### src/hdl/ramio_macros.svh
// ramio address map and build constants
// shared by the bridge, the UART blocks and the top level
`ifndef RAMIO_MACROS_SVH
`define RAMIO_MACROS_SVH

// I/O registers at the top of the address map
// write the low nibble to drive the LEDs
`define RAMIO_ADDR_LED 32'hffff_fffc

// UART transmit register, reads all ones when idle
`define RAMIO_ADDR_UART_OUT 32'hffff_fff8

// UART receive register, cleared to all ones by a read
`define RAMIO_ADDR_UART_IN 32'hffff_fff4

// clocks per UART bit, kept small for simulation
// must be even so the start bit check lands mid-bit
`define RAMIO_CLKS_PER_BIT 8

// default word memory depth in 32-bit words
`define RAMIO_RAM_WORDS 256

`endif

### src/hdl/ramio_pkg.sv
// ramio shared types
// access sizes on the core bus and the UART state encodings
package ramio_pkg;

  // access size on the core bus
  // write_type uses all of it, read_type uses it in its low two bits
  typedef enum logic [1:0] {
    size_none = 2'b00,
    size_byte = 2'b01,
    size_half = 2'b10,
    size_word = 2'b11
  } access_size_e;

  // serializer states, tx_done waits for go to drop
  typedef enum logic [2:0] {
    tx_idle,
    tx_start,
    tx_data,
    tx_stop,
    tx_done
  } tx_state_e;

  // deserializer states, rx_hold keeps data_ready up until go drops
  typedef enum logic [2:0] {
    rx_idle,
    rx_start,
    rx_data,
    rx_stop,
    rx_hold
  } rx_state_e;

endpackage

### src/hdl/uart_rx.sv
// uart_rx: 8N1 deserializer
// start bit checked at half a bit, data sampled mid-bit
// a good frame is held with data_ready until go drops
`timescale 1ns/1ps
`include "ramio_macros.svh"

module uart_rx import ramio_pkg::*; (
  input  logic       clk,
  input  logic       rst_n,
  input  logic       rx,
  input  logic       go,
  output logic [7:0] data,
  output logic       data_ready
);

  localparam int unsigned CNT_W = $clog2(`RAMIO_CLKS_PER_BIT + 1);
  localparam logic [CNT_W-1:0] BIT_LAST  = CNT_W'(`RAMIO_CLKS_PER_BIT - 1);
  localparam logic [CNT_W-1:0] HALF_LAST = CNT_W'(`RAMIO_CLKS_PER_BIT / 2 - 1);

  rx_state_e        state;
  logic [CNT_W-1:0] cnt;
  logic [2:0]       bit_idx;

  // two-flop synchronizer plus one delay for edge detection
  logic rx_meta;
  logic rx_sync;
  logic rx_prev;
  logic fall;

  assign fall = rx_prev && !rx_sync;

  always_ff @(posedge clk) begin
    if (!rst_n) begin
      rx_meta <= 1'b1;
      rx_sync <= 1'b1;
      rx_prev <= 1'b1;
    end else begin
      rx_meta <= rx;
      rx_sync <= rx_meta;
      rx_prev <= rx_sync;
    end
  end

  always_ff @(posedge clk) begin
    if (!rst_n) begin
      state      <= rx_idle;
      cnt        <= '0;
      bit_idx    <= '0;
      data_ready <= 1'b0;
    end else begin
      unique case (state)
        rx_idle: begin
          // only listen while the bridge has go up
          if (go && fall) begin
            cnt   <= '0;
            state <= rx_start;
          end
        end
        rx_start: begin
          if (cnt == HALF_LAST) begin
            cnt <= '0;
            if (!rx_sync) begin
              bit_idx <= '0;
              state   <= rx_data;
            end else begin
              // glitch, not a start bit
              state <= rx_idle;
            end
          end else begin
            cnt <= cnt + 1'b1;
          end
        end
        rx_data: begin
          if (cnt == BIT_LAST) begin
            cnt  <= '0;
            // lsb arrives first, shift in from the top
            data <= {rx_sync, data[7:1]};
            if (bit_idx == 3'd7) begin
              state <= rx_stop;
            end else begin
              bit_idx <= bit_idx + 1'b1;
            end
          end else begin
            cnt <= cnt + 1'b1;
          end
        end
        rx_stop: begin
          if (cnt == BIT_LAST) begin
            cnt <= '0;
            if (rx_sync) begin
              data_ready <= 1'b1;
              state      <= rx_hold;
            end else begin
              // framing error, drop the byte
              state <= rx_idle;
            end
          end else begin
            cnt <= cnt + 1'b1;
          end
        end
        rx_hold: begin
          // bridge took the byte and dropped go
          if (!go) begin
            data_ready <= 1'b0;
            state      <= rx_idle;
          end
        end
        default: state <= rx_idle;
      endcase
    end
  end

endmodule

### config.mk
export PLATFORM = sky130hd
export DESIGN_NAME = uart_rx
export DESIGN_NICKNAME = d
export VERILOG_FILES = /design/src/hdl/ramio_pkg.sv /design/src/hdl/uart_rx.sv
export VERILOG_INCLUDE_DIRS = /design/src /design/src/hdl
export SDC_FILE = /design/constraint.sdc
export NUM_CORES = 1
export LEC_CHECK = 0
export ABC_CLOCK_PERIOD_IN_PS = 1700
export BUFFER_PORTS_ARGS = -buffer_cell sky130_fd_sc_hd__buf_2
export CORE_MARGIN = 2
export CORE_UTILIZATION = 25
export CTS_BUF_LIST = sky130_fd_sc_hd__clkbuf_8
export DETAILED_ROUTE_END_ITERATION = 8
export PLACE_DENSITY = 0.51
export SETUP_SLACK_MARGIN = 0.4
export SYNTH_ARGS = -nofsm -noshare
export SYNTH_HDL_FRONTEND = slang
export SYNTH_SLANG_ARGS = --single-unit
### constraint.sdc
create_clock -name clk -period 1.7 [get_ports clk]
set_clock_uncertainty 0.05 [all_clocks]
set_input_delay 0.51 -clock clk [delete_from_list [all_inputs] [get_ports clk]]
set_output_delay 0.51 -clock clk [all_outputs]
set_load 0.02 [all_outputs]
### Word-level counts from Yosys, hierarchy flattened

Cells that the tools add are included.

* word-level logic and storage cells: 61
* flip-flop bits (word level): 22

* equality and inequality tests: 16
* reduce and logical (&&, ||, !) cells: 13
* muxes and demuxes: 22
* add/sub/neg operators: 2

Operators with widths (number)
* two-way mux 3 bit: 11
* != test 2 bit, second input constant: 9
* one-hot mux 3 bit (5 select lines): 1
* two-way mux 4 bit: 3
* one-hot mux 4 bit (3 select lines): 1
* equality test 3 x 2 -> 1 bit, second input constant: 2
* equality test 3 bit, second input constant: 2
* one-hot mux 3 bit (2 select lines): 1
* AND reduction 6 bit: 1
* AND reduction 5 bit: 1
* adder 4 x 1 -> 4 bit, second input constant: 1
* equality test 4 x 2 -> 1 bit, second input constant: 1
* equality test 4 x 3 -> 1 bit, second input constant: 1
* AND reduction 4 bit: 1
* nonzero test 2 bit: 2
* adder 3 x 1 -> 3 bit, second input constant: 1
* equality test 3 x 1 -> 1 bit, second input constant: 1
* zero test 3 bit: 1
* two-way mux 1 bit: 3
* AND reduction 3 bit: 1
* nonzero test 3 bit: 1
* logical AND 1 bit: 2
* two-way mux 2 bit: 1
* one-hot mux 1 bit (2 select lines): 1
* other kinds (3): 3

### Logic depth before layout (Yosys ltp)

* depth after elaboration: 5
* gate-level depth with buffers: 6
* mapped depth without buffers: 6

### Worst setup path before layout

No wires, ideal clock.

* path type: reg-to-reg
* from: reg state[0]
* to: reg data[0] (enable)
* stages on the path, launching flop included: 6
* data arrival time: 1262 ps
* slack: 18 ps
* cell sequence: dfxtp_1 > buf_4 > nor3b_1 > and2_1 > inv_1 > nor2_1

* longest elaborated chain between the ends: 2

Ends and longest elaborated chain
* from (decl): line uart_rx.sv:20 `rx_state_e state;`
* from (signal assigned): line uart_rx.sv:46 `state <= rx_idle;`
* from (signal assigned): line uart_rx.sv:56 `state <= rx_start;`
* from (signal assigned): line uart_rx.sv:64 `state <= rx_data;`
* equality test 3 x 2 -> 1 bit: line uart_rx.sv:51 `unique case (state)`
* AND reduction 3 bit (no line)
* to (signal assigned): line uart_rx.sv:77 `data <= {rx_sync, data[7:1]};`
* to (decl): line uart_rx.sv:12 `output logic [7:0] data,`

Every way passes these cells.
A chain may end at the register's enable or synchronous reset.

### Worst setup path in the final report

* from: reg cnt[1]
* to: reg state[0]

* longest elaborated chain between the ends: 3
* elaborated cells on any way between the ends: 6

Ends and longest elaborated chain
* from (decl): line uart_rx.sv:21 `logic [CNT_W-1:0] cnt;`
* from (signal assigned): line uart_rx.sv:70 `cnt <= cnt + 1'b1;`
* from (signal assigned): line uart_rx.sv:84 `cnt <= cnt + 1'b1;`
* from (signal assigned): line uart_rx.sv:98 `cnt <= cnt + 1'b1;`
* equality test 4 x 3 -> 1 bit / equality test 4 x 2 -> 1 bit (equally long branches): line uart_rx.sv:74, uart_rx.sv:88, uart_rx.sv:60
* != test 2 bit (no line)
* AND reduction 6 bit (no line) *
* to (signal assigned): line uart_rx.sv:79 `state <= rx_stop;`
* to (signal assigned): line uart_rx.sv:92 `state <= rx_hold;`
* to (signal assigned): line uart_rx.sv:95 `state <= rx_idle;`

Every way passes the cells marked *; elsewhere a longest branch is shown, timed or not.

==> impl_metrics.py <==
metrics = {
    "setup_path": {
        "crit_cells": 5,
        "path_buf_inv": 0,
        "crit_chain": "ha_4 -> or3b_4 -> a32oi_4 -> mux2i_1 -> nor2b_1",
        "crit_required_ns": 1.81,
        "r2r_cells": 5,
        "start_kind": "flop",
        "slowest_stage": "or3b_4",
        "timing.rr.start": "cnt[1]",
        "regToRegSetupSlack_ns": 0.12,
        "crit_start": "cnt[1]",
        "slowest_delay_ns": 0.39,
        "cpLargestDelayFamily": "simple AND/OR/NAND/NOR gates",
        "arrival_ns": 1.69,
        "worstReg2RegEnd": "state[0]",
        "critical_path_class": "flop to flop",
        "crit_fanout": 4,
        "end_kind": "flop",
        "cp-endpoint": "state[0]",
    },
    "grt": {
        "use_met2_pct": 15.8,
        "gr-max-usage-layer": "met2",
        "grt_pass1_wl_um": 3170,
        "grt_start_max_net_pins": 17,
        "overflow": 0,
        "grt_use_met1_pct": 10.8,
        "grtUsageMet3_pct": 3.00,
        "grt_usage_pct": 9.96,
        "grt_antenna_before_repair": 0,
        "grt_pass1_vias": 704,
    },
    "routing": {
        "wirelength_um": 2040,
        "viasPerCell": 4.63,
        "dr.pass1.iters": 4,
        "drtAntennaViolNets": 0,
        "drt_iter0_markers": 35,
        "num_vias": 755,
        "post_drt_wl_per_cell_um": 12.5,
        "drcViolationCount": 0,
    },
    "synthesis": {
        "synth_compound_area_share_pct": 12.7,
        "synth_fa_ha_area_share_pct": 3.71,
        "synth_top_family_by_area": "simple AND/OR/NAND/NOR gates",
        "yosysUniqueCellTypes": 33,
        "postSynthAreaPerCell_um2": 11.2,
        "ys.warnings.count": 0,
        "ys_seq_area_share_pct": 51.5,
        "synth_edf_count": 8,
        "synth_mux_area_share_pct": 4.95,
        "synth-xor-area-share_pct": 0,
        "synth_async_sr_flop_share_pct": 0,
        "synthCells": 90,
        "synth_ff_type": "dfxtp_1",
        "syn_nets": 97,
        "synthSimpleGateAreaFrac_pct": 23.6,
        "ys_seq_elements": 22,
        "synth_area_um2": 1010,
    },
    "cts": {
        "path_clk_slew_ns": 0.08,
        "cts_made_buffers": 3,
        "cts_root_buf": "clkbuf_8",
        "cts_tree": "built",
        "insertion_delay_ns": 0.27,
        "ctsLongestPathBuffers": 2,
        "htree_levels": 1,
        "cts.sinks": 22,
        "hold_buffers": 0,
    },
    "layout": {
        "num-fill-cells": 388,
        "num-nets-final": 121,
        "layout-drive-gt1-share_pct": 47.8,
        "n_antenna_cell": 0,
        "post-route-util_pct": 35.9,
        "area_growth_pct": 39.9,
    },
    "floorplanning": {
        "chipHeight_um": 67.6,
        "rows": 23,
        "die_area_um2": 4570,
        "core-area_um2": 3940,
        "die_x_um": 67.6,
        "initial_core_util_pct": 25.6,
        "io_pins": 13,
    },
    "run_status": {
        "outcome": "complete, no violations",
    },
    "sta": {
        "fin_crit_sh_pct": 93.1,
        "relSlewSlack_pct": 67.1,
        "finalSetupViolations": 0,
        "setup_tns_ns": 0,
        "fmax_ghz": 0.632,
        "slew_viol_final": 0,
        "hold_viol": 0,
        "rsz0062_at_grt": "yes",
        "worst-slew-pin-transition_ns": 0.487,
        "fin_crit_ns": 1.58,
        "fin_hold_ws_ns": 0.363,
    },
    "worst_hold_path": {
        "min_path_type": "flop to flop",
        "whs_path_depth": 1,
    },
    "power_and_ir_drop": {
        "p_sw_uw": 458,
        "p_seq_share_pct": 42.2,
        "swShare_pct": 28.9,
        "p_clk_share_pct": 30.9,
        "leakagePower_nw": 0.519,
        "p_total_mw": 1.59,
        "power.internal_mw": 1.13,
        "p_comb_share_pct": 26.9,
        "powerDensity_nw_per_um2": 1120,
        "peakVddDrop_mv": 0.398,
    },
    "placement": {
        "hpwl_um": 1370,
        "portBuffers": 12,
        "gp_routability_congestion": 0.764,
    },
    "run": {
        "max_cap_violations": 0,
    },
}
## cell usage in the layout, fill, tap and decap left out, types with 2 or more instances in the layout
cell type	netlist	final
o21ai_0	3	2
clkbuf_8	0	3
nor2_1	6	4
dfxtp_1	14	6
mux2i_1	5	5
nor4b_1	3	2
buf_2	0	5
buf_6	0	9
a21oi_1	3	2
nor2b_1	4	3
dfxtp_2	0	5
nand2b_1	4	4
nand3_1	2	2
dfxtp_4	0	3
ha_4	0	3
nand2_1	7	7
nand3b_1	4	4
buf_4	3	9
edfxtp_1	8	8
## per-stage QoR
stage               area, um2  cells  setup WS [ns]
floorplan                1080     90          0.218
global placement         1200    152          0.146
detailed placement       1200    152          0.106
CTS                      1330    161          0.118
global route             1410    163         0.0516
finish                   1410    163          0.118
## final cells by class
class | instances | area (um2) | area share [%]
inverters | 1 | 3.75 | 0.265
well taps | 50 | 62.6 | 4.42
repair buffers | 23 | 194 | 13.7
multi-input cells | 63 | 544 | 38.5
clock inverters | 1 | 30.0 | 2.12
clock buffers | 3 | 41.3 | 2.92
flip-flops and latches | 22 | 538 | 38.1
## power by group through the flow
stage / logic (mW) / registers [mW] / clock network [mW]
4_1_cts: 0.384 / 0.648 / 0.504
3_5_place_dp: 0.381 / 0.658 / 0
6_report: 0.427 / 0.669 / 0.490
3_3_place_gp: 0.385 / 0.659 / 0
2_1_floorplan: 0.368 / 0.605 / 0
5_1_grt: 0.464 / 0.677 / 0.528
## routing by layer
metal	vias up	share of wire, %
met1	366	47
met4	0	3.1
met3	4	3.3
met5	-	0
met2	12	47
li1	373	-
## cell usage after synthesis, drive strengths merged (2+ instances only)
cell	instances	share of area, %
edfxtp	8	24
nand2	7	2.6
dfxtp	14	28
ha	3	3.7
buf	3	2.2
a21oi	3	1.5
nor4b	3	2.6
and2	2	1.2
mux2i	5	5.0
nor3b	2	1.5
nor2b	4	2.5
nand3b	4	3.0
nand3	2	0.99
o21ai	4	2.4
nand2b	4	2.5
nor2	6	2.2
## sequential cells by signal (all words and copies together), names as in the netlist
register / count
data: 8
cnt: 4
bit_idx: 3
state: 3
data_ready: 1
rx_meta: 1
rx_prev: 1
rx_sync: 1
## cells by family after synthesis
| logic type | after synthesis |
|---|---|
| AND/OR/NAND/NOR | 39 |
| multiplexers | 5 |
| buffers and inverters | 5 |
| AO/OA/AOI/OAI | 16 |
| flip-flops | 22 |
| adder cells (fa/ha/maj) | 3 |
## timing repair
| action | CTS | global route |
|---|---|---|
| buffers inserted | 5 | 2 |
| pin swaps | 2 | 1 |
| gates resized for setup | 7 | 22 |
| endpoints found under the setup margin | 28 | 28 |
## how the worst min path moves through the flow
stage	startpoint	end	slack, ns
floorplan	rx_meta	rx_sync	0.34
global placement	rx_meta	rx_sync	0.34
detailed placement	rx_meta	rx_sync	0.35
CTS	rx	rx_meta	0.36
global route	rx	rx_meta	0.37
finish	rx_meta	rx_sync	0.36
(Power assumes the default switching activity.)
