===== config.mk =====
export PLATFORM = sky130hd
export DESIGN_NAME = uart_tx
export DESIGN_NICKNAME = d
export VERILOG_FILES = /design/src/hdl/ramio_pkg.sv /design/src/hdl/uart_tx.sv
export VERILOG_INCLUDE_DIRS = /design/src /design/src/hdl
export SDC_FILE = /design/constraint.sdc
export NUM_CORES = 1
export LEC_CHECK = 0
export BUFFER_PORTS_ARGS = -buffer_cell sky130_fd_sc_hd__buf_2
export CAP_MARGIN = 5
export CORE_MARGIN = 5
export CORE_UTILIZATION = 55
export DETAILED_ROUTE_END_ITERATION = 16
export PLACE_DENSITY = 0.86
export SLEW_MARGIN = 15
export SYNTH_ARGS = -nofsm -noshare
export SYNTH_HDL_FRONTEND = slang
export SYNTH_SLANG_ARGS = --single-unit
export TNS_END_PERCENT = 5

===== constraint.sdc =====
create_clock -name clk -period 1.8 [get_ports clk]
set_input_delay 0.36 -clock clk [delete_from_list [all_inputs] [get_ports clk]]
set_output_delay 0.36 -clock clk [all_outputs]
set_load 0.01 [all_outputs]

===== src/hdl/ramio_macros.svh =====
// ramio address map and build constants
// shared by the bridge, the UART blocks and the top level
`ifndef RAMIO_MACROS_SVH
`define RAMIO_MACROS_SVH

// I/O registers at the top of the address map
// write the low nibble to drive the LEDs
`define RAMIO_ADDR_LED 32'hffff_fffc

// UART transmit register, reads all ones when idle
`define RAMIO_ADDR_UART_OUT 32'hffff_fff8

// UART receive register, cleared to all ones by a read
`define RAMIO_ADDR_UART_IN 32'hffff_fff4

// clocks per UART bit, kept small for simulation
// must be even so the start bit check lands mid-bit
`define RAMIO_CLKS_PER_BIT 8

// default word memory depth in 32-bit words
`define RAMIO_RAM_WORDS 256

`endif


===== src/hdl/ramio_pkg.sv =====
// ramio shared types
// access sizes on the core bus and the UART state encodings
package ramio_pkg;

  // access size on the core bus
  // write_type uses all of it, read_type uses it in its low two bits
  typedef enum logic [1:0] {
    size_none = 2'b00,
    size_byte = 2'b01,
    size_half = 2'b10,
    size_word = 2'b11
  } access_size_e;

  // serializer states, tx_done waits for go to drop
  typedef enum logic [2:0] {
    tx_idle,
    tx_start,
    tx_data,
    tx_stop,
    tx_done
  } tx_state_e;

  // deserializer states, rx_hold keeps data_ready up until go drops
  typedef enum logic [2:0] {
    rx_idle,
    rx_start,
    rx_data,
    rx_stop,
    rx_hold
  } rx_state_e;

endpackage


===== src/hdl/uart_tx.sv =====
// uart_tx: 8N1 serializer
// go starts a frame, bsy stays high until the stop bit ends
// then the FSM waits for go to drop
`timescale 1ns/1ps
`include "ramio_macros.svh"

module uart_tx import ramio_pkg::*; (
  input  logic       clk,
  input  logic       rst_n,
  output logic       tx,
  input  logic [7:0] data,
  input  logic       go,
  output logic       bsy
);

  localparam int unsigned CNT_W = $clog2(`RAMIO_CLKS_PER_BIT + 1);
  localparam logic [CNT_W-1:0] BIT_LAST = CNT_W'(`RAMIO_CLKS_PER_BIT - 1);

  tx_state_e        state;
  logic [CNT_W-1:0] cnt;
  logic [2:0]       bit_idx;
  // byte latched at frame start, later writes do not disturb it
  logic [7:0]       shreg;

  always_ff @(posedge clk) begin
    if (!rst_n) begin
      state   <= tx_idle;
      tx      <= 1'b1;
      bsy     <= 1'b0;
      cnt     <= '0;
      bit_idx <= '0;
    end else begin
      unique case (state)
        tx_idle: begin
          tx <= 1'b1;
          if (go) begin
            // start bit goes out on this edge
            shreg <= data;
            bsy   <= 1'b1;
            cnt   <= '0;
            tx    <= 1'b0;
            state <= tx_start;
          end
        end
        tx_start: begin
          if (cnt == BIT_LAST) begin
            cnt     <= '0;
            bit_idx <= '0;
            tx      <= shreg[0];
            state   <= tx_data;
          end else begin
            cnt <= cnt + 1'b1;
          end
        end
        tx_data: begin
          if (cnt == BIT_LAST) begin
            cnt <= '0;
            if (bit_idx == 3'd7) begin
              // stop bit
              tx    <= 1'b1;
              state <= tx_stop;
            end else begin
              // lsb first, next bit sits in shreg[1]
              bit_idx <= bit_idx + 1'b1;
              shreg   <= shreg >> 1;
              tx      <= shreg[1];
            end
          end else begin
            cnt <= cnt + 1'b1;
          end
        end
        tx_stop: begin
          if (cnt == BIT_LAST) begin
            cnt   <= '0;
            bsy   <= 1'b0;
            state <= tx_done;
          end else begin
            cnt <= cnt + 1'b1;
          end
        end
        tx_done: begin
          // second half of the handshake
          if (!go) begin
            state <= tx_idle;
          end
        end
        default: state <= tx_idle;
      endcase
    end
  end

endmodule


Yosys cells after proc, flatten, opt, wreduce, memory -nomap -nowiden

Cells that the tools add are included.

Add/subtract/negate cells: 2
Equality and inequality tests: 13
Muxes and demuxes: 26
Reduce and logical (&&, ||, !) cells: 13

Operators by type and width:

| kind                | count |
|---|---|
| $mux 3              | 9 |
| $mux 8              | 3 |
| $pmux 8 s2          | 1 |
| $pmux 3 s5          | 1 |
| $ne 2x2->1 const B  | 7 |
| $mux 4              | 2 |
| $pmux 4 s2          | 1 |
| $reduce_bool 2->1   | 4 |
| $eq 3x2->1 const B  | 2 |
| $eq 3x3->1 const B  | 2 |
| $mux 1              | 6 |
| $pmux 3 s2          | 1 |
| $reduce_and 3->1    | 2 |
| $reduce_and 6->1    | 1 |
| $reduce_and 5->1    | 1 |
| $add 4x1->4 const B | 1 |
| $eq 4x3->1 const B  | 1 |
| $reduce_and 4->1    | 1 |
| $add 3x1->3 const B | 1 |
| $eq 3x1->1 const B  | 1 |
| $logic_not 3->1     | 1 |
| $pmux 1 s3          | 1 |
| $reduce_bool 3->1   | 1 |
| $reduce_or 3->1     | 1 |
| other kinds (2)     | 2 |

Register bits after elaboration: 20
Word-level logic and storage cells: 60

Logic depth before layout (Yosys ltp)

Gate-level depths: netlist (run 1).

Depth in word-level cells: 4
Mapped depth: 6
Depth with buffers taken out: 6

Least setup slack after synthesis (run 1)

No wires, ideal clock.

Path kind: register to register
Start: register bit_idx[0]
End: register shreg[0], enable pin
Data arrival time: 1.229 ns
Required time: 1.430 ns
Setup slack: 0.200 ns
Stages on the path, launching flop included: 6
Path buffers: 0
Period minus slack after synthesis: 1.600 ns
Cell sequence: dfxtp_1 -> ha_1 -> ha_1 -> nor2_1 -> nor2_1 -> nor2_1

Longest elaborated chain between the ends: 3

Ends and longest elaborated chain:

| what                              | RTL line      | RTL |
|---|---|---|
| start: declaration                | uart_tx.sv:21 | `logic [2:0] bit_idx;` |
| start signal: assignment          | uart_tx.sv:64 | `bit_idx <= bit_idx + 1'b1;` |
| $eq 3x3->1                        | uart_tx.sv:58 | `if (bit_idx == 3'd7) begin` |
| $ne 2x2->1 (no source line)       | --            |  |
| $reduce_and 5->1 (no source line) | --            |  |
| end signal: assignment            | uart_tx.sv:38 | `shreg <= data;` |
| end signal: assignment            | uart_tx.sv:65 | `shreg <= shreg >> 1;` |
| end: declaration                  | uart_tx.sv:23 | `logic [7:0] shreg;` |

No other way between the ends.
A chain may end at the register's enable or synchronous reset.

Worst setup path in the final report (run 1)

Start: register bit_idx[0]
End: register bit_idx[0]

Longest elaborated chain between the ends: 4

Ends and longest elaborated chain:

| what        | RTL line      | RTL |
|---|---|---|
| $add 3x1->3 | uart_tx.sv:64 |  |
| $mux 3      | uart_tx.sv:58 |  |
| $mux 3      | uart_tx.sv:56 | `if (cnt == BIT_LAST) begin` |
| $pmux 3 s2  | uart_tx.sv:33 | `unique case (state)` |

Parallel ways exist; a longest one is shown, timed or not. The select of a mux whose other input is x is not followed.

==> run metrics, run 1 <==
PwrDens 698 nW/um2; ANT cells 0; grt total ovfl 0; Root Buffer Master clkbuf_4; Post-CTS Setup Bufs 0; Clk pwr share 28.2%; cells along the critical path ha_1 > ha_1 > nor3b_1 > a21oi_1 > o31a_1 > mux2_4; Largest delay share family, worst path adder cells; most frequent cells in the layout dfxtp_1 (12), buf_2 (12), nor2_1 (11); core area 1760 um2; total number of vias 739; router iterations before antenna repair 4; share of layout cells above drive strength 1 25.7%; first-pass GRT wire length 3310 um; vias in the first global route 782; minimum clock period 1.72 ns; run status finished, final reports clean; Yosys warnings 0; crit path max fanout 5; post-synthesis cell count 101; Nets 128; Mapped Avg Cell Area 10.3 um2; post-synthesis instance area 1040 um2; worst rel slew slack 64.7%; Die Y 53.4 um; Clk pin slew, worst setup/hold paths 0.11 ns; busiest grt layer met2; number of max-slew violations in the final report 0; Crit path depth 6; Top Ports 13; CTS H-Tree Depth 1; Internal 0.603 mW; Clock Latency Late Sink 0.31 ns; final hold viol count 0; min-delay src data[7]; Synth top area share 23.2%; worst vdd ir 0.000488 V; reg2reg path depth 6; Synth cell types 37; crit path kind reg2reg; Max Buffers Root-to-Sink 2; launching point of the worst reg2reg path bit_idx[0]; DR WL/cell 13.0 um; Worst setup EP type register; post-synth top area cell dfxtp_1; setup violators final 0; critical path's slowest cell dfxtp_1; largest net degree at the start of global routing 17; Post-Syn Nets 115; skew final 0.00427 ns; RSZ-0062 raised after global routing no; crit path DAT 1.93 ns; Worst Max-Slew Pin Slew 0.529 ns; buffers plus inverters on the worst setup path 0; Die Wd 53.4 um; Worst Hold Depth 2; final wirelength 1800 um; Reg power frac 63.2%; worst path required time 2.01 ns; DP Wirelength 1320 um; Startpoint Class register; Final ANT Viol Nets 0; grt met2 use 25.9%; maxcap violations 0; max incr delay on CP 0.34 ns; antenna violations before repair 0; P_sw 0.188 mW; GRT Total Usage 15.9%; combinational share of power 8.6%; DRT iter0 DRCs 12; final instance area 1130 um2; maximum clock frequency 581 MHz; full die area 2850 um2; TritonCTS clock tree done; synth top area cells dfxtp_1 (23%), edfxtp_1 (23%), mux2_2 (7.6%); GRT met3 Usage 2.82%; PortBufs 12; cts-stage hold buffer count 0; Hold WC Path Type in2reg; Lkg Pwr 0.450 nW; cts bufs inserted 3; initial core utilization 58.8%; Crit. Startpoint bit_idx[0]; post-synthesis sequential area ratio 46.3%; cell mode on critical path ha_1; routed vias/inst 5.36; std cell rows 15; crit share post-route 95.6%; GR Util met1 19.3%; Final Wtd Congestion 0.802; Synth Register Bits 20; DRC viols 0; # resized after CTS 0; TNS Setup 0 ns; switching portion of total power 23.7%; placed cell area 1110 um2; clk sinks 20; Synth-to-Final Area Change 9.17%
-- state kept, by name, summed over array words and instances, names as in the netlist --
signal and flops:
bit_idx 3, bsy 1, cnt 4, shreg 8, state 3, tx 1
-- worst register-to-register path, cell delays in order (launching register included) --
cell	delay (ns)
dfxtp_1	0.34
ha_1	0.20
ha_1	0.23
nor3b_1	0.22
a21oi_1	0.07
o31a_1	0.30
mux2_4	0.26
-- power by group through the flow --
stage	clock network, mW	logic, mW	registers, mW
final	0.223	0.0680	0.500
after global routing	0.256	0.0770	0.502
after CTS	0.229	0.0685	0.500
after detailed placement	0	0.0680	0.510
after global placement	0	0.0659	0.510
after floorplan	0	0.0509	0.504
-- metrics by stage --
| step | setup slack (ns) | instances | total power, mW | hold slack [ns] | utilization, % |
|---|---|---|---|---|---|
| floorplan | 0.200 | 101 | 0.555 | 0.453 | - |
| global placement | 0.190 | 134 | 0.576 | 0.468 | 62.7 |
| detailed placement | 0.0961 | 134 | 0.578 | 0.476 | 62.7 |
| CTS | 0.0782 | 138 | 0.798 | 0.330 | 64.2 |
| global route | 0.00619 | 138 | 0.835 | 0.338 | 64.2 |
| finish | 0.0790 | 138 | 0.791 | 0.334 | 64.2 |
-- path summary, 6_finish.rpt --
path                                    to  slack (ns)
worst max-delay path            bit_idx[0]        0.08
worst min register to register         bsy        0.49
worst max register to register  bit_idx[0]        0.08
worst min-delay path              shreg[7]        0.33
-- logic make-up (layout without fill, tap and decap cells) --
logic type               after synthesis  after routing  synth area share [%]
adder cells (fa/ha/maj)                3              3                  3.62
flip-flops                            20             20                  46.3
AO/OA/AOI/OAI                         19             19                  11.9
AND/OR/NAND/NOR                       38             38                  20.5
XOR/XNOR                               3              3                  2.53
buffers and inverters                  9             21                  5.06
multiplexers                           9              9                  10.0
-- Yosys cell counts --
cell type / instances
and2_1: 1
a21oi_1: 4
o21a_1: 1
nor2_1: 11
and3b_1: 1
dfxtp_1: 12
nor2b_1: 5
edfxtp_1: 8
nand2b_1: 2
xnor2_1: 2
o31a_1: 1
a311oi_1: 1
xor2_1: 1
nand3_1: 2
o21ai_0: 7
or2_2: 1
and3_1: 1
ha_1: 3
nor3_1: 2
buf_2: 3
nand2_1: 5
inv_1: 1
buf_6: 1
nor3b_1: 4
nor3_4: 1
clkbuf_1: 1
mux2_4: 1
inv_2: 1
a22oi_1: 1
buf_4: 2
nand4b_1: 1
o41a_1: 1
nor4_1: 1
o31ai_1: 1
mux2i_1: 1
a22o_1: 2
mux2_2: 7
-- final cells by class --
| type | count | area, um2 |
|---|---|---|
| Clock inverter | 1 | 3.75 |
| Tap cell | 25 | 31.3 |
| Multi-Input combinational cell | 72 | 504 |
| Inverter | 2 | 7.51 |
| Sequential cell | 20 | 480 |
| Timing Repair Buffer | 15 | 82.6 |
| Clock buffer | 3 | 22.5 |
| Fill cell | 157 | 632 |
-- routing by layer --
layer  vias to the layer above  routed length [um]  part of all wire [%]
li1                        384                   -                     -
met1                       339                 819                    46
met2                        10                 879                    49
met3                         6                  48                   2.7
met4                         0                  51                   2.8
met5                         -                   0                     0
Power figures use the tool's default switching activity.
==> run 2, diff against run 1 <==
--- a/config.mk
+++ b/config.mk
@@ -11,7 +11,7 @@
 export CORE_MARGIN = 5
 export CORE_UTILIZATION = 55
 export DETAILED_ROUTE_END_ITERATION = 16
-export PLACE_DENSITY = 0.86
+export PLACE_DENSITY_LB_ADDON = 0.05
 export SLEW_MARGIN = 15
 export SYNTH_ARGS = -nofsm -noshare
 export SYNTH_HDL_FRONTEND = slang
==> run metrics, run 2 (same netlist as run 1, synthesis figures left out) <==
run status finished, final reports clean; cts bufs inserted 3 (unchanged); grt total ovfl 0 (unchanged); TritonCTS clock tree done; Final Wtd Congestion 0.779 (-2.9%); # resized after CTS 0 (unchanged); number of max-slew violations in the final report 0 (unchanged); routed vias/inst 5.54 (+3.4%); worst rel slew slack 63.2% (-1.5 points); Root Buffer Master clkbuf_4; minimum clock period 1.69 ns (-0.0310 ns); Nets 128 (unchanged); skew final 0.00184 ns (-0.00243 ns); router iterations before antenna repair 4 (unchanged); std cell rows 15 (unchanged); Largest regs shreg (8), cnt (4); crit path DAT 1.89 ns (-0.04 ns); worst path required time 2.00 ns (about the same); Internal 0.747 mW (+24%); P_sw 0.181 mW (-3.7%); crit share post-route 93.9% (-1.7 points); Worst Max-Slew Pin Slew 0.552 ns (+0.0223 ns); Final ANT Viol Nets 0 (unchanged); Max Buffers Root-to-Sink 2 (unchanged); fin util 65.7% (+1.5 points); clk sinks 20 (unchanged); maxcap violations 0 (unchanged); share of layout cells above drive strength 1 26.5% (+0.88 points); ANT cells 0 (unchanged); setup violators final 0 (unchanged); Die Wd 53.4 um (unchanged); maximum clock frequency 592 MHz (+1.8%); Hold WC Path Type in2reg; max FFs per register 8 (unchanged); Post-CTS Setup Bufs 0 (unchanged); Clk pin slew, worst setup/hold paths 0.11 ns (about the same); PortBufs 12 (unchanged); crit path max fanout 5 (unchanged); final hold viol count 0 (unchanged); Synth-to-Final Area Change 11.7%; total number of vias 764 (+3.4%); antenna violations before repair 0 (unchanged); Reg power frac 54.0% (-9.2 points); worst vdd ir 0.000564 V (+16%); DRC viols 0 (unchanged); most frequent cells in the layout dfxtp_1 (12), buf_2 (12), nor2_1 (11); combinational share of power 7.4% (-1.2 points); DR WL/cell 13.3 um (+1.9%); crit path kind reg2reg; largest net degree at the start of global routing 17 (unchanged); Top Ports 13 (unchanged); core area 1760 um2 (unchanged); Worst setup EP type register; Lkg Pwr 0.463 nW (+2.8%); Startpoint Class register; cts-stage hold buffer count 0 (unchanged); PwrDens 801 nW/um2 (+15%); full die area 2850 um2 (unchanged); RSZ-0062 raised after global routing no; GRT Total Usage 15.8% (-0.16 points); first-pass GRT wire length 3220 um (-2.7%); Die Y 53.4 um (unchanged); initial core utilization 58.8% (unchanged); Reg with most FFs shreg; final wirelength 1830 um (+1.9%); DP Wirelength 1350 um (+2.0%); CTS H-Tree Depth 1 (unchanged); Clock Latency Late Sink 0.29 ns (-0.02 ns); vias in the first global route 754 (-3.6%); Clk pwr share 38.6% (+10 points); TNS Setup 0 ns (unchanged); switching portion of total power 19.5% (-4.3 points); DRT iter0 DRCs 23 (+11)
run 2: layout make-up:
cell class	count	area [um2]
fillers	159	606
multi-input cells	72	504
flip-flops and latches	20	480
repair buffers	15	82.6
well taps	25	31.3
clock inverters	1	30.0
clock buffers	3	22.5
inverters	2	7.51
run 2: per-stage QoR:
step | hold WS, ns | instance area, um2 | power (mW) | worst slack (ns) | instances
after CTS | 0.339 | 1160 | 0.942 | 0.124 | 138
after floorplan | 0.453 | 1040 | 0.555 | 0.200 | 101
final | 0.351 | 1160 | 0.928 | 0.110 | 138
after detailed placement | 0.478 | 1110 | 0.580 | 0.151 | 134
after global placement | 0.472 | 1110 | 0.578 | 0.183 | 134
after global routing | 0.327 | 1160 | 0.976 | 0.0496 | 138
run 2: final timing paths:
check	slack, ns	depth (start not counted)	end	start
setup / recovery	0.11	6	bit_idx[0]	bit_idx[0]
hold / removal	0.35	2	shreg[7]	data[7]
setup reg to reg	0.11	6	bit_idx[0]	bit_idx[0]
hold reg to reg	0.51	1	bit_idx[1]	bit_idx[1]
run 2: per-layer routing:
metal | global-route usage [%] | wire (um)
met1 | 18.9 | 819
met2 | 25.3 | 874
met3 | 5.63 | 121
met4 | 6.38 | 18
met5 | 0 | 0
run 2: power by group through the flow:
stage / registers [mW] / clock network, mW / logic [mW]
4_1_cts: 0.500 / 0.372 / 0.0695
3_5_place_dp: 0.511 / 0 / 0.0690
3_3_place_gp: 0.510 / 0 / 0.0681
5_1_grt: 0.503 / 0.394 / 0.0782
6_report: 0.501 / 0.358 / 0.0691
2_1_floorplan: 0.504 / 0 / 0.0509
run 2: critical path, stage by stage, from the launching register on:
cell and delay [ns]:
dfxtp_1 0.34, ha_1 0.19, ha_1 0.24, nor3b_1 0.20, a21oi_1 0.06, o31a_1 0.29, mux2_4 0.26
