### src/hdl/ramio_macros.svh
// ramio address map and build constants
// shared by the bridge, the UART blocks and the top level
`ifndef RAMIO_MACROS_SVH
`define RAMIO_MACROS_SVH

// I/O registers at the top of the address map
// write the low nibble to drive the LEDs
`define RAMIO_ADDR_LED 32'hffff_fffc

// UART transmit register, reads all ones when idle
`define RAMIO_ADDR_UART_OUT 32'hffff_fff8

// UART receive register, cleared to all ones by a read
`define RAMIO_ADDR_UART_IN 32'hffff_fff4

// clocks per UART bit, kept small for simulation
// must be even so the start bit check lands mid-bit
`define RAMIO_CLKS_PER_BIT 8

// default word memory depth in 32-bit words
`define RAMIO_RAM_WORDS 256

`endif

### src/hdl/ramio_pkg.sv
// ramio shared types
// access sizes on the core bus and the UART state encodings
package ramio_pkg;

  // access size on the core bus
  // write_type uses all of it, read_type uses it in its low two bits
  typedef enum logic [1:0] {
    size_none = 2'b00,
    size_byte = 2'b01,
    size_half = 2'b10,
    size_word = 2'b11
  } access_size_e;

  // serializer states, tx_done waits for go to drop
  typedef enum logic [2:0] {
    tx_idle,
    tx_start,
    tx_data,
    tx_stop,
    tx_done
  } tx_state_e;

  // deserializer states, rx_hold keeps data_ready up until go drops
  typedef enum logic [2:0] {
    rx_idle,
    rx_start,
    rx_data,
    rx_stop,
    rx_hold
  } rx_state_e;

endpackage

### src/hdl/mem_port_if.sv
// word memory port
// request and response between the bridge and the word RAM
`timescale 1ns/1ps

interface mem_port_if;

  // request, driven by the bridge
  logic        enable;
  logic [31:0] address;
  logic [31:0] data_in;
  logic [3:0]  write_enable;

  // response, driven by the memory
  logic [31:0] data_out;
  logic        data_out_ready;
  logic        busy;

  // bridge side
  modport client (
    output enable, address, data_in, write_enable,
    input  data_out, data_out_ready, busy
  );

  // memory side
  modport memory (
    input  enable, address, data_in, write_enable,
    output data_out, data_out_ready, busy
  );

endinterface

### src/hdl/ramio.sv
// ramio: core bus bridge to word RAM and memory-mapped I/O
// decodes the LED and UART registers, packs byte-lane writes
// and extends read lanes, runs both UART handshakes
`timescale 1ns/1ps
`include "ramio_macros.svh"

module ramio import ramio_pkg::*; (
  input  logic        clk,
  input  logic        rst_n,
  input  logic        enable,
  input  logic [2:0]  read_type,
  input  logic [1:0]  write_type,
  input  logic [31:0] address,
  input  logic [31:0] data_in,
  output logic [31:0] data_out,
  output logic        data_out_ready,
  output logic        busy,
  output logic [3:0]  led,
  mem_port_if.client  mem,
  output logic [7:0]  tx_data,
  output logic        tx_go,
  input  logic        tx_bsy,
  input  logic [7:0]  rx_data,
  input  logic        rx_ready,
  output logic        rx_go
);

  access_size_e wr_size;
  access_size_e rd_size;

  logic is_led;
  logic is_uart_out;
  logic is_uart_in;
  logic is_io;

  // high only on the first cycle of an access
  logic enable_q;
  logic first;

  logic [31:0] tx_sending;
  logic [31:0] rx_received;
  // go was raised last cycle, bsy is not valid yet
  logic        tx_first;

  logic [31:0] byte_shift;
  logic [31:0] half_shift;
  logic [7:0]  byte_lane;
  logic [15:0] half_lane;

  assign wr_size = access_size_e'(write_type);
  assign rd_size = access_size_e'(read_type[1:0]);

  // address decode
  assign is_led      = (address == `RAMIO_ADDR_LED);
  assign is_uart_out = (address == `RAMIO_ADDR_UART_OUT);
  assign is_uart_in  = (address == `RAMIO_ADDR_UART_IN);
  assign is_io       = is_led || is_uart_out || is_uart_in;

  assign first = enable && !enable_q;

  // I/O completes in the same cycle, RAM answers through the port
  assign data_out_ready = (enable && is_io) ? 1'b1 : mem.data_out_ready;
  assign busy           = (enable && is_io) ? 1'b0 : mem.busy;

  // RAM request, word aligned
  assign mem.enable  = enable && !is_io;
  assign mem.address = {address[31:2], 2'b00};

  // write packer, lanes are replicated and the mask picks the bytes
  // misaligned halves and words get an empty mask
  always_comb begin
    mem.write_enable = 4'b0000;
    mem.data_in      = '0;
    unique case (wr_size)
      size_byte: begin
        mem.write_enable = 4'b0001 << address[1:0];
        mem.data_in      = {4{data_in[7:0]}};
      end
      size_half: begin
        if (!address[0]) begin
          mem.write_enable = 4'b0011 << address[1:0];
          mem.data_in      = {2{data_in[15:0]}};
        end
      end
      size_word: begin
        if (address[1:0] == 2'b00) begin
          mem.write_enable = 4'b1111;
          mem.data_in      = data_in;
        end
      end
      default: ;
    endcase
  end

  // read lane select
  assign byte_shift = mem.data_out >> {address[1:0], 3'b000};
  assign half_shift = mem.data_out >> {address[1], 4'b0000};
  assign byte_lane  = byte_shift[7:0];
  assign half_lane  = half_shift[15:0];

  // read mux, bit 2 of read_type asks for sign extension
  always_comb begin
    data_out = '0;
    if (enable) begin
      if (is_uart_out) begin
        data_out = tx_sending;
      end else if (is_uart_in) begin
        data_out = rx_received;
      end else if (is_led) begin
        data_out = {28'h0, led};
      end else begin
        unique case (rd_size)
          size_byte: begin
            data_out = {{24{read_type[2] & byte_lane[7]}}, byte_lane};
          end
          size_half: begin
            // odd half-word address reads zero
            if (!address[0]) begin
              data_out = {{16{read_type[2] & half_lane[15]}}, half_lane};
            end
          end
          size_word: begin
            if (address[1:0] == 2'b00) begin
              data_out = mem.data_out;
            end
          end
          default: ;
        endcase
      end
    end
  end

  assign tx_data = tx_sending[7:0];

  // I/O registers and UART handshakes
  always_ff @(posedge clk) begin
    if (!rst_n) begin
      enable_q    <= 1'b0;
      led         <= 4'b1111;
      tx_sending  <= '1;
      tx_go       <= 1'b0;
      tx_first    <= 1'b0;
      rx_received <= '1;
      rx_go       <= 1'b1;
    end else begin
      enable_q <= enable;
      tx_first <= 1'b0;

      // receive side, a read clears the register
      // a byte arriving at the same edge waits one cycle in uart_rx
      if (first && is_uart_in && rd_size != size_none) begin
        rx_received <= '1;
      end else if (rx_go && rx_ready) begin
        rx_received <= {24'h0, rx_data};
        rx_go       <= 1'b0;
      end

      // go stays low for a single cycle after taking a byte
      if (!rx_go) begin
        rx_go <= 1'b1;
      end

      // frame finished, acknowledge and mark idle
      if (tx_go && !tx_bsy && !tx_first) begin
        tx_go      <= 1'b0;
        tx_sending <= '1;
      end

      // a new write wins over the acknowledge above
      if (first && is_uart_out && wr_size != size_none) begin
        tx_sending <= {24'h0, data_in[7:0]};
        tx_go      <= 1'b1;
        tx_first   <= 1'b1;
      end

      if (first && is_led && wr_size != size_none) begin
        led <= data_in[3:0];
      end
    end
  end

endmodule

### src/flat_wrapper.sv
// flat-port wrapper written by rule: the top's interface ports become plain ports
module ramio_flat import ramio_pkg::*;
  (clk, rst_n, enable, read_type, write_type, address, data_in, data_out, data_out_ready, busy, led, tx_data, tx_go, tx_bsy, rx_data, rx_ready, rx_go, mem_enable, mem_address, mem_data_in, mem_write_enable, mem_data_out, mem_data_out_ready, mem_busy);
  mem_port_if mem_i ();
  input  logic clk;
  input  logic rst_n;
  input  logic enable;
  input  logic [2:0] read_type;
  input  logic [1:0] write_type;
  input  logic [31:0] address;
  input  logic [31:0] data_in;
  output logic [31:0] data_out;
  output logic data_out_ready;
  output logic busy;
  output logic [3:0] led;
  output logic [7:0] tx_data;
  output logic tx_go;
  input  logic tx_bsy;
  input  logic [7:0] rx_data;
  input  logic rx_ready;
  output logic rx_go;
  output wire logic [$bits(mem_i.enable)-1:0] mem_enable;
  output wire logic [$bits(mem_i.address)-1:0] mem_address;
  output wire logic [$bits(mem_i.data_in)-1:0] mem_data_in;
  output wire logic [$bits(mem_i.write_enable)-1:0] mem_write_enable;
  input wire logic [$bits(mem_i.data_out)-1:0] mem_data_out;
  input wire logic [$bits(mem_i.data_out_ready)-1:0] mem_data_out_ready;
  input wire logic [$bits(mem_i.busy)-1:0] mem_busy;
  assign mem_enable = mem_i.enable;
  assign mem_address = mem_i.address;
  assign mem_data_in = mem_i.data_in;
  assign mem_write_enable = mem_i.write_enable;
  assign mem_i.data_out = mem_data_out;
  assign mem_i.data_out_ready = mem_data_out_ready;
  assign mem_i.busy = mem_busy;
  ramio u_core (.clk(clk), .rst_n(rst_n), .enable(enable), .read_type(read_type), .write_type(write_type), .address(address), .data_in(data_in), .data_out(data_out), .data_out_ready(data_out_ready), .busy(busy), .led(led), .mem(mem_i), .tx_data(tx_data), .tx_go(tx_go), .tx_bsy(tx_bsy), .rx_data(rx_data), .rx_ready(rx_ready), .rx_go(rx_go));
endmodule
### config.mk
export PLATFORM = sky130hd
export DESIGN_NAME = ramio_flat
export DESIGN_NICKNAME = d
export VERILOG_FILES = /design/src/hdl/ramio_pkg.sv /design/src/hdl/mem_port_if.sv /design/src/hdl/ramio.sv /design/src/flat_wrapper.sv
export VERILOG_INCLUDE_DIRS = /design/src /design/src/hdl
export SDC_FILE = /design/constraint.sdc
export NUM_CORES = 1
export LEC_CHECK = 0
export BUFFER_PORTS_ARGS = -buffer_cell sky130_fd_sc_hd__buf_4
export CAP_MARGIN = 20
export CORE_AREA = 2 2 91 93
export DETAILED_ROUTE_END_ITERATION = 8
export DIE_AREA = 0 0 93 95
export PLACE_DENSITY = 0.79
export SKIP_LAST_GASP = 1
export SLEW_MARGIN = 20
export SYNTH_ARGS = -nofsm -noshare
export SYNTH_HDL_FRONTEND = slang
export SYNTH_SLANG_ARGS = --single-unit
export TNS_END_PERCENT = 30
### constraint.sdc
create_clock -name clk -period 2 [get_ports clk]
set_input_delay 0.1 -clock clk [delete_from_list [all_inputs] [get_ports clk]]
set_output_delay 0.1 -clock clk [all_outputs]
set_load 0.02 [all_outputs]
* Word level (Yosys, flattened, before mapping) *
Index checks and enable logic that the tools add are counted.

word-level totals
  register bits = 72
  output and inout bits = 117

cells by class
  equal/unequal tests = 9
  shift-type cells = 4
  mux-type cells = 21
  bitwise operators = 4
  reductions and logical operators = 24

operators by type and width
  kind                                                                    count
  32-bit 2-to-1 mux                                                       10
  32-bit case mux with 3 select lines                                     2
  32-bit equality test (second input constant)                            3
  32-bit by 5-bit >> shifter with 16-bit output                           1
  32-bit by 5-bit >> shifter with 8-bit output                            1
  1-bit logical AND                                                       12
  4-bit case mux with 3 select lines                                      1
  2-bit equality test (second input constant)                             4
  4-bit 2-to-1 mux                                                        2
  1-bit 2-to-1 mux                                                        6
  2-bit nonzero test                                                      3
  2-bit by 1-bit equality test with 1-bit output (second input constant)  2
  1-bit zero test                                                         4
  1-bit by 2-bit left shift with 4-bit output (first input constant)      1
  2-bit by 2-bit left shift with 4-bit output (first input constant)      1
  3-bit OR reduction                                                      1
  1-bit bitwise AND                                                       2
  2-bit zero test                                                         1
  1-bit logical OR                                                        2
  1-bit inverter                                                          2
  2-bit OR reduction                                                      1

* Logic depth before layout (Yosys ltp) *
Gate-level depths: netlist of the first run.

  depth after elaboration = 8
  gate-level depth with buffers = 9
  mapped depth without buffers = 5

* Least setup slack after synthesis of the first run *
OpenSTA, ideal clock, no wires.

  path type = input -> output
  start = input port address[0]
  end = output port data_out[11]
  data arrival time = 1835 ps
  data required time = 1900 ps
  path slack = 65 ps
  stages on the path = 8
  buffers on the path = 3
  cells stage by stage = buf_2 -> or2_4 -> nor4_4 -> nand2_1 -> or2_1 -> clkbuf_1 -> buf_6 -> a21oi_1

between the ends
  cells in the longest elaborated chain, start to end = 7

RTL lines
  item                                                                             line                        RTL
  start: declaration                                                               flat_wrapper.sv:10          input logic [31:0] address;
  32-bit by 5-bit >> shifter with 8-bit output or 2-bit zero test (tied branches)  ramio.sv:96, ramio.sv:123
  1-bit bitwise AND or 32-bit 2-to-1 mux (tied branches)                           ramio.sv:114, ramio.sv:123
  32-bit case mux with 3 select lines                                              ramio.sv:112                unique case (rd_size)
  32-bit 2-to-1 mux                                                                ramio.sv:109                end else if (is_led) begin
  32-bit 2-to-1 mux                                                                ramio.sv:107                end else if (is_uart_in) begin
  32-bit 2-to-1 mux (*)                                                            ramio.sv:105                if (is_uart_out) begin
  32-bit 2-to-1 mux (*)                                                            ramio.sv:104                if (enable) begin
  end: declaration                                                                 flat_wrapper.sv:12          output logic [31:0] data_out;

Mark *: on every way between the ends. The rest lies on a longest branch, timed or not.

* Worst setup path in the final report of the first run *
  start = input port address[0]
  end = output port data_out[2]

between the ends
  cells in the longest elaborated chain, start to end = 7

RTL lines
  item                                                                                  line
  branches (longest 5 deep; another with 32-bit by 5-bit >> shifter with 8-bit output)  -
  32-bit 2-to-1 mux (*)                                                                 ramio.sv:105
  32-bit 2-to-1 mux (*)                                                                 ramio.sv:104

Every way passes the cells marked *.

==> results of run 1 <==
cell families (layout without fill, tap and decap cells):
kind of cell              after synthesis  in the layout  share of synthesized area (%)
xor gates and xnor gates                2              2                          0.594
other                                   1              2                          0.127
muxes                                   7              7                           2.80
DFF                                    26             26                           17.6
and+or+nand+nor                       203            203                           34.6
AOI/OAI and AO/OA                     141            141                           27.4
buffers and inverters                  78            255                           16.8
layout by cell type (no fill, tap or decap), types with 6 or more instances in the layout:
master   count
a22o_1       8
mux2i_1      6
a31oi_1      6
buf_4      247
a21oi_1     63
nor2b_1     27
nand2_1     72
dfxtp_1     26
a22oi_1      8
nand4_1      8
o21ai_0     29
o21ai_1     10
and2_1      18
or2_2        6
o22ai_1      6
nor2_1      30
nor3_1       9
nand3_1     12
how the worst max path moves through the flow:
stage | end | slack [ps] | cells past startpoint
5_1_grt | data_out[3] | -30 | 8
4_1_cts | data_out[3] | 10 | 8
2_1_floorplan | data_out[11] | 70 | 8
6_report | data_out[2] | 30 | 8
3_5_place_dp | data_out[15] | -20 | 7
3_3_place_gp | data_out[14] | 90 | 9
sequential cells by signal (all words and copies together) (netlist names):
signal,count
u_core.rx_go,1
u_core.rx_received,9
u_core.tx_first,1
u_core.enable_q,1
u_core.tx_sending,9
u_core.led,4
u_core.tx_go,1
critical path, stage by stage:
cell and delay [ps]:
buf_4 120, or2_4 280, nor4_4 320, nand2_2 120, buf_4 190, or3_1 380, a21oi_1 180, buf_4 170
routing by layer:
metal | up-vias | track usage [%] | part of all wire [%]
li1 | 1902 | - | -
met1 | 1742 | 28.9 | 39
met2 | 167 | 42.7 | 51
met3 | 15 | 3.99 | 8.3
met4 | 0 | 4.78 | 1.2
met5 | - | 0 | 0
final cells by class:
| type | instances | area [um2] | share of cell area, % |
|---|---|---|---|
| Timing Repair Buffer | 249 | 1890 | 41.4 |
| Clock buffer | 4 | 55.1 | 1.21 |
| Inverter | 2 | 7.51 | 0.165 |
| Tap cell | 105 | 131 | 2.88 |
| Sequential cell | 26 | 520 | 11.4 |
| Multi-Input combinational cell | 355 | 1960 | 42.9 |
power breakdown:
part           internal, mW  total [mW]  leakage [nW]  switching (mW)
clock                 0.176       0.336        0.0288           0.160
sequential            0.534       0.543         0.213         0.00911
combinational         0.408       0.865          1.99           0.457
total                  1.12        1.74          2.24           0.626
stage by stage:
step	util, %	area (um2)	total power, mW
after CTS	57.3	4540	1.74
after detailed placement	56.6	4480	1.41
after global placement	56.6	4480	1.40
after global routing	57.5	4560	1.84
final	57.5	4560	1.74
after floorplan	-	2950	1.02
==> metrics, run 1 <==
asr flop ratio synth=0%; Die ar.=8840 um2; Crit Path Category=primary input to output port; Worst Skew=3.65 ps; fin cells=741; hold path cells=3; drt first pass iters=4; VDD IR max=0.384 mV; count leader, synth=nand2_1; status=finished clean; Rel. slew slack=57.6%; worst min path class=primary input to register; reg2reg start=u_core.enable_q; # nets final=753; Final period util=98.5%; Syn. warnings=0; max_cap viols=0; vias in the first global route=3,447; share of post-route cells with drive strength above 1=42.1%; Post-CTS Hold Fix Bufs=0; slew at the pin closest to its max-slew limit=634 ps; Inserted Clock Buffers=3; detailed-route DRC error count=0; top cells by area, synth=dfxtp_1 (18%), a21oi_1 (11%), buf_4 (10%), nand2_1 (9.3%), nor2b_1 (5.7%); # fillers=800; sequential element share of the synthesized area=17.6%; Critical Path End Type=output port; clock latency on the worst-skew pair=270 ps; Final ANT Viol Nets=0; first-pass GRT wire length=16,900 um; post-DP HPWL=9300 um; n_diodes=0; setup TNS=0 ps; DIE HEIGHT=95 um; Placement Setup Slack=-20.3 ps; Area growth syn-to-layout=54.5%; RD Place Congestion=0.892; share of the synthesized area in the top cell type=17.6%; Synth Instances=458; Syn Area/Cell=6.44 um2; Final Hold Viols=0; worst min-delay path endpoint=u_core.rx_received[6]; r2r setup slk=770 ps; core region area=7930 um2; vias per cell=5.16; Longest Clk Path Bufs=2; CP Launch Type=primary input; RSZ-0062 raised after global routing=true; Distinct cells, synth=44; setup bufs post-CTS=0; final wirelength=11,200 um; port bufs=230; GRT Overall Usage=23.4%; Critical path origin=address[0]; FMAX=0.507 GHz; root buffer cell=clkbuf_8; final worst setup slack=29.3 ps; clk slew on worst S/H paths=90 ps; worst path arrival time=1870 ps; Pins Over Slew Limit=0; Min-Delay Startpoint=rx_data[6]; post-cts resize count=1; crit-path max FO=8; row cnt=33; Seq cells post-synth=26; Wirelength per Cell=15.2 um; cell leakage power=2.24 nW; Worst R2R Path Depth=5; I/O pins=233; worst path required time=1900 ps; final setup violation count=0; 1st-iter DRT viols=130; gr ovfl total=0; initial antenna violation count=0; FF-to-FF End=u_core.led[3]; placed cell count=737; H-tree depth=1; initial core utilization=37.2%; Die X=93 um; TritonCTS clock tree=built; power density over the cells=383 nW/um2; clock tree sinks=26; Fin Hold WS=37.5 ps; Synth Flop Type=dfxtp_1; pin count of the biggest net entering global routing=26; vias=3,826; number of flops mapped to enable cells by yosys=0; leading area contributor after synthesis=dfxtp_1; post-route minimum period=1970 ps; area of the mapped netlist=2950 um2; synth cell count leaders=nand2_1 (73), a21oi_1 (63), buf_4 (41), nor2_1 (30), o21ai_0 (29)
Note: power is estimated with default switching activity, not from simulation.
==> run 2, diff against run 1 <==
--- a/config.mk
+++ b/config.mk
@@ -9,6 +9,7 @@
 export BUFFER_PORTS_ARGS = -buffer_cell sky130_fd_sc_hd__buf_4
 export CAP_MARGIN = 20
 export CORE_AREA = 2 2 91 93
+export CTS_BUF_LIST = sky130_fd_sc_hd__clkbuf_16
 export DETAILED_ROUTE_END_ITERATION = 8
 export DIE_AREA = 0 0 93 95
 export PLACE_DENSITY = 0.79
==> constraint.sdc (replaced) <==
create_clock -name clk -period 2.1 [get_ports clk]
set_input_delay 0.105 -clock clk [delete_from_list [all_inputs] [get_ports clk]]
set_output_delay 0.105 -clock clk [all_outputs]
set_load 0.02 [all_outputs]
==> metrics, run 2 (synthesis gave the netlist of run 1 again) <==
drt first pass iters=5 (+1); detailed-route DRC error count=0 (unchanged); slew at the pin closest to its max-slew limit=645 ps (+11.6 ps); vias per cell=5.14 (-0.49%); Final period util=95.5%; fin cells=739 (-0.27%); RSZ-0062 raised after global routing=true; row cnt=33 (unchanged); final worst setup slack=95.4 ps (+66.1 ps); setup bufs post-CTS=0 (unchanged); Clk network pwr share=29.2% (+10 points); worst min path class=primary input to register; post-route minimum period=2000 ps; top flop regs=u_core.rx_received (9), u_core.tx_sending (9), u_core.led (4); first-pass GRT wire length=17,100 um (+1.3%); critical path's top delay family=simple AND/OR/NAND/NOR gates; port bufs=230 (unchanged); Rel. slew slack=56.8% (-0.78 points); critical-path cell list=buf_4 > mux4_2 > and3_1 > or2_1 > o21ai_0 > a21oi_1 > buf_4; post-cts resize count=0 (-1); most used cell, CP=buf_4; clock latency on the worst-skew pair=260 ps (about the same); root buffer cell=clkbuf_16; final wirelength=11,100 um (-0.89%); initial core utilization=37.2% (unchanged); Worst Skew=2.09 ps (-1.56 ps); Sw Ratio=32.5% (-3.4 points); commonest cells after routing, fill and taps aside=buf_4 (245), nand2_1 (72), a21oi_1 (62); I/O pins=233 (unchanged); Longest Clk Path Bufs=2 (unchanged); Met1 Wirelength=4440 um (+0.11%); 1st-iter DRT viols=115 (-12%); combinational fraction of design power=43.4% (-6.2 points); Area after DPL=4470 um2 (-0.33%); share of post-route cells with drive strength above 1=42.0% (-0.18 points); delay of the slowest critical-path stage=510 ps (+130 ps); Critical Path End Type=output port; post-DP HPWL=9170 um (-1.4%); Final ANT Viol Nets=0 (unchanged); P_sw=0.612 mW (-2.2%); Crit Path Category=primary input to output port; # nets final=751 (-0.27%); Inserted Clock Buffers=3 (unchanged); FMAX=0.499 GHz; H-tree depth=1 (unchanged); worst path required time=2000 ps (+100 ps); CP Launch Type=primary input; RD Place Congestion=0.878 (-1.6%); pin count of the biggest net entering global routing=26 (unchanged); met2 routed WL=5570 um (-2.8%); # fillers=769 (-3.9%); Pins Over Slew Limit=0 (unchanged); final instance area=4590 um2 (+0.66%); Die ar.=8840 um2 (unchanged); gr ovfl total=0 (unchanged); vias in the first global route=3,538 (+2.6%); max_cap viols=0 (unchanged); critical path's slowest cell=mux4_2; worst path arrival time=1900 ps (+30 ps); initial antenna violation count=0 (unchanged); vias=3,797 (-0.76%); power density over the cells=411 nW/um2 (+7.4%); DIE HEIGHT=95 um (unchanged); clk slew on worst S/H paths=60 ps (-30 ps); most common cell after layout, fill and taps aside=buf_4; Die X=93 um (unchanged); hold path cells=3 (unchanged); Wirelength per Cell=15.1 um (-0.62%); core region area=7930 um2 (unchanged); VDD IR max=0.307 mV (-20%); n_diodes=0 (unchanged); Top Layer Used=met4; Seq pwr share=27.5% (-3.6 points); final setup violation count=0 (unchanged); metal3 WL=920 um (-1.9%); GRT Overall Usage=23.6% (+0.20 points); Buf/Inv on CP=2 (-1); final core utilization=57.9% (+0.38 points); placed cell count=735 (-0.27%); Placement Setup Slack=41.3 ps (+61.6 ps); Worst R2R Path Depth=5 (unchanged); crit-path max FO=16 (+8); Area growth syn-to-layout=55.5%; status=finished clean; cell leakage power=2.25 nW (+0.46%); Final Hold Viols=0 (unchanged); P_int=1.27 mW (+14%); clock tree sinks=26 (unchanged); TritonCTS clock tree=built; Post-CTS Hold Fix Bufs=0 (unchanged); instance count on the critical path=7 (-1); total power=1.89 mW (+8.1%)
## run 2: cell count changes in the layout (fill, tap and decap cells not counted), sizes merged
cell / previous run / this run
bufinv: 0 / 1
buf: 249 / 247
clkbuf: 4 / 3
## run 2: final timing paths
check	start	slack (ps)	end
max reg2reg	u_core.enable_q	810	u_core.led[0]
min reg2reg	u_core.rx_received[30]	450	u_core.rx_received[30]
min	rx_data[7]	50	u_core.rx_received[7]
max	address[1]	100	data_out[16]
## run 2: metal layers
layer	global-route usage (%)	up-vias
met4	6.13	0
met2	42.9	176
met3	3.03	17
li1	-	1892
met5	0	-
met1	29.4	1712
## run 2: through the flow
stage,TNS (ps),hold slack [ps]
detailed placement,0,322
floorplan,0,228
CTS,0,53.4
finish,0,49.8
global route,-3.33,57.4
global placement,0,321
## run 2: worst reg2reg max path, cell delays in order, from the launching register on
cell      delay [ps]
dfxtp_1          300
nand2b_1         160
nor3_1           160
nand3_1          270
mux2i_1          240
nand2_1           60
## run 2: layout make-up
cell class	count	area (um2)	share of cell area [%]
Clock buffer	3	75.1	1.64
Clock inverter	1	30.0	0.655
Inverter	2	7.51	0.164
Multi-Input combinational cell	355	1950	42.6
Sequential cell	26	520	11.3
Tap cell	105	131	2.86
Timing Repair Buffer	247	1870	40.8
## run 2: power groups by stage
| stage | logic [mW] | registers [mW] | clock network (mW) |
|---|---|---|---|
| finish | 0.817 | 0.518 | 0.550 |
| global route | 0.881 | 0.518 | 0.573 |
| CTS | 0.815 | 0.517 | 0.551 |
| detailed placement | 0.810 | 0.529 | 0 |
| global placement | 0.799 | 0.528 | 0 |
| floorplan | 0.442 | 0.527 | 0 |
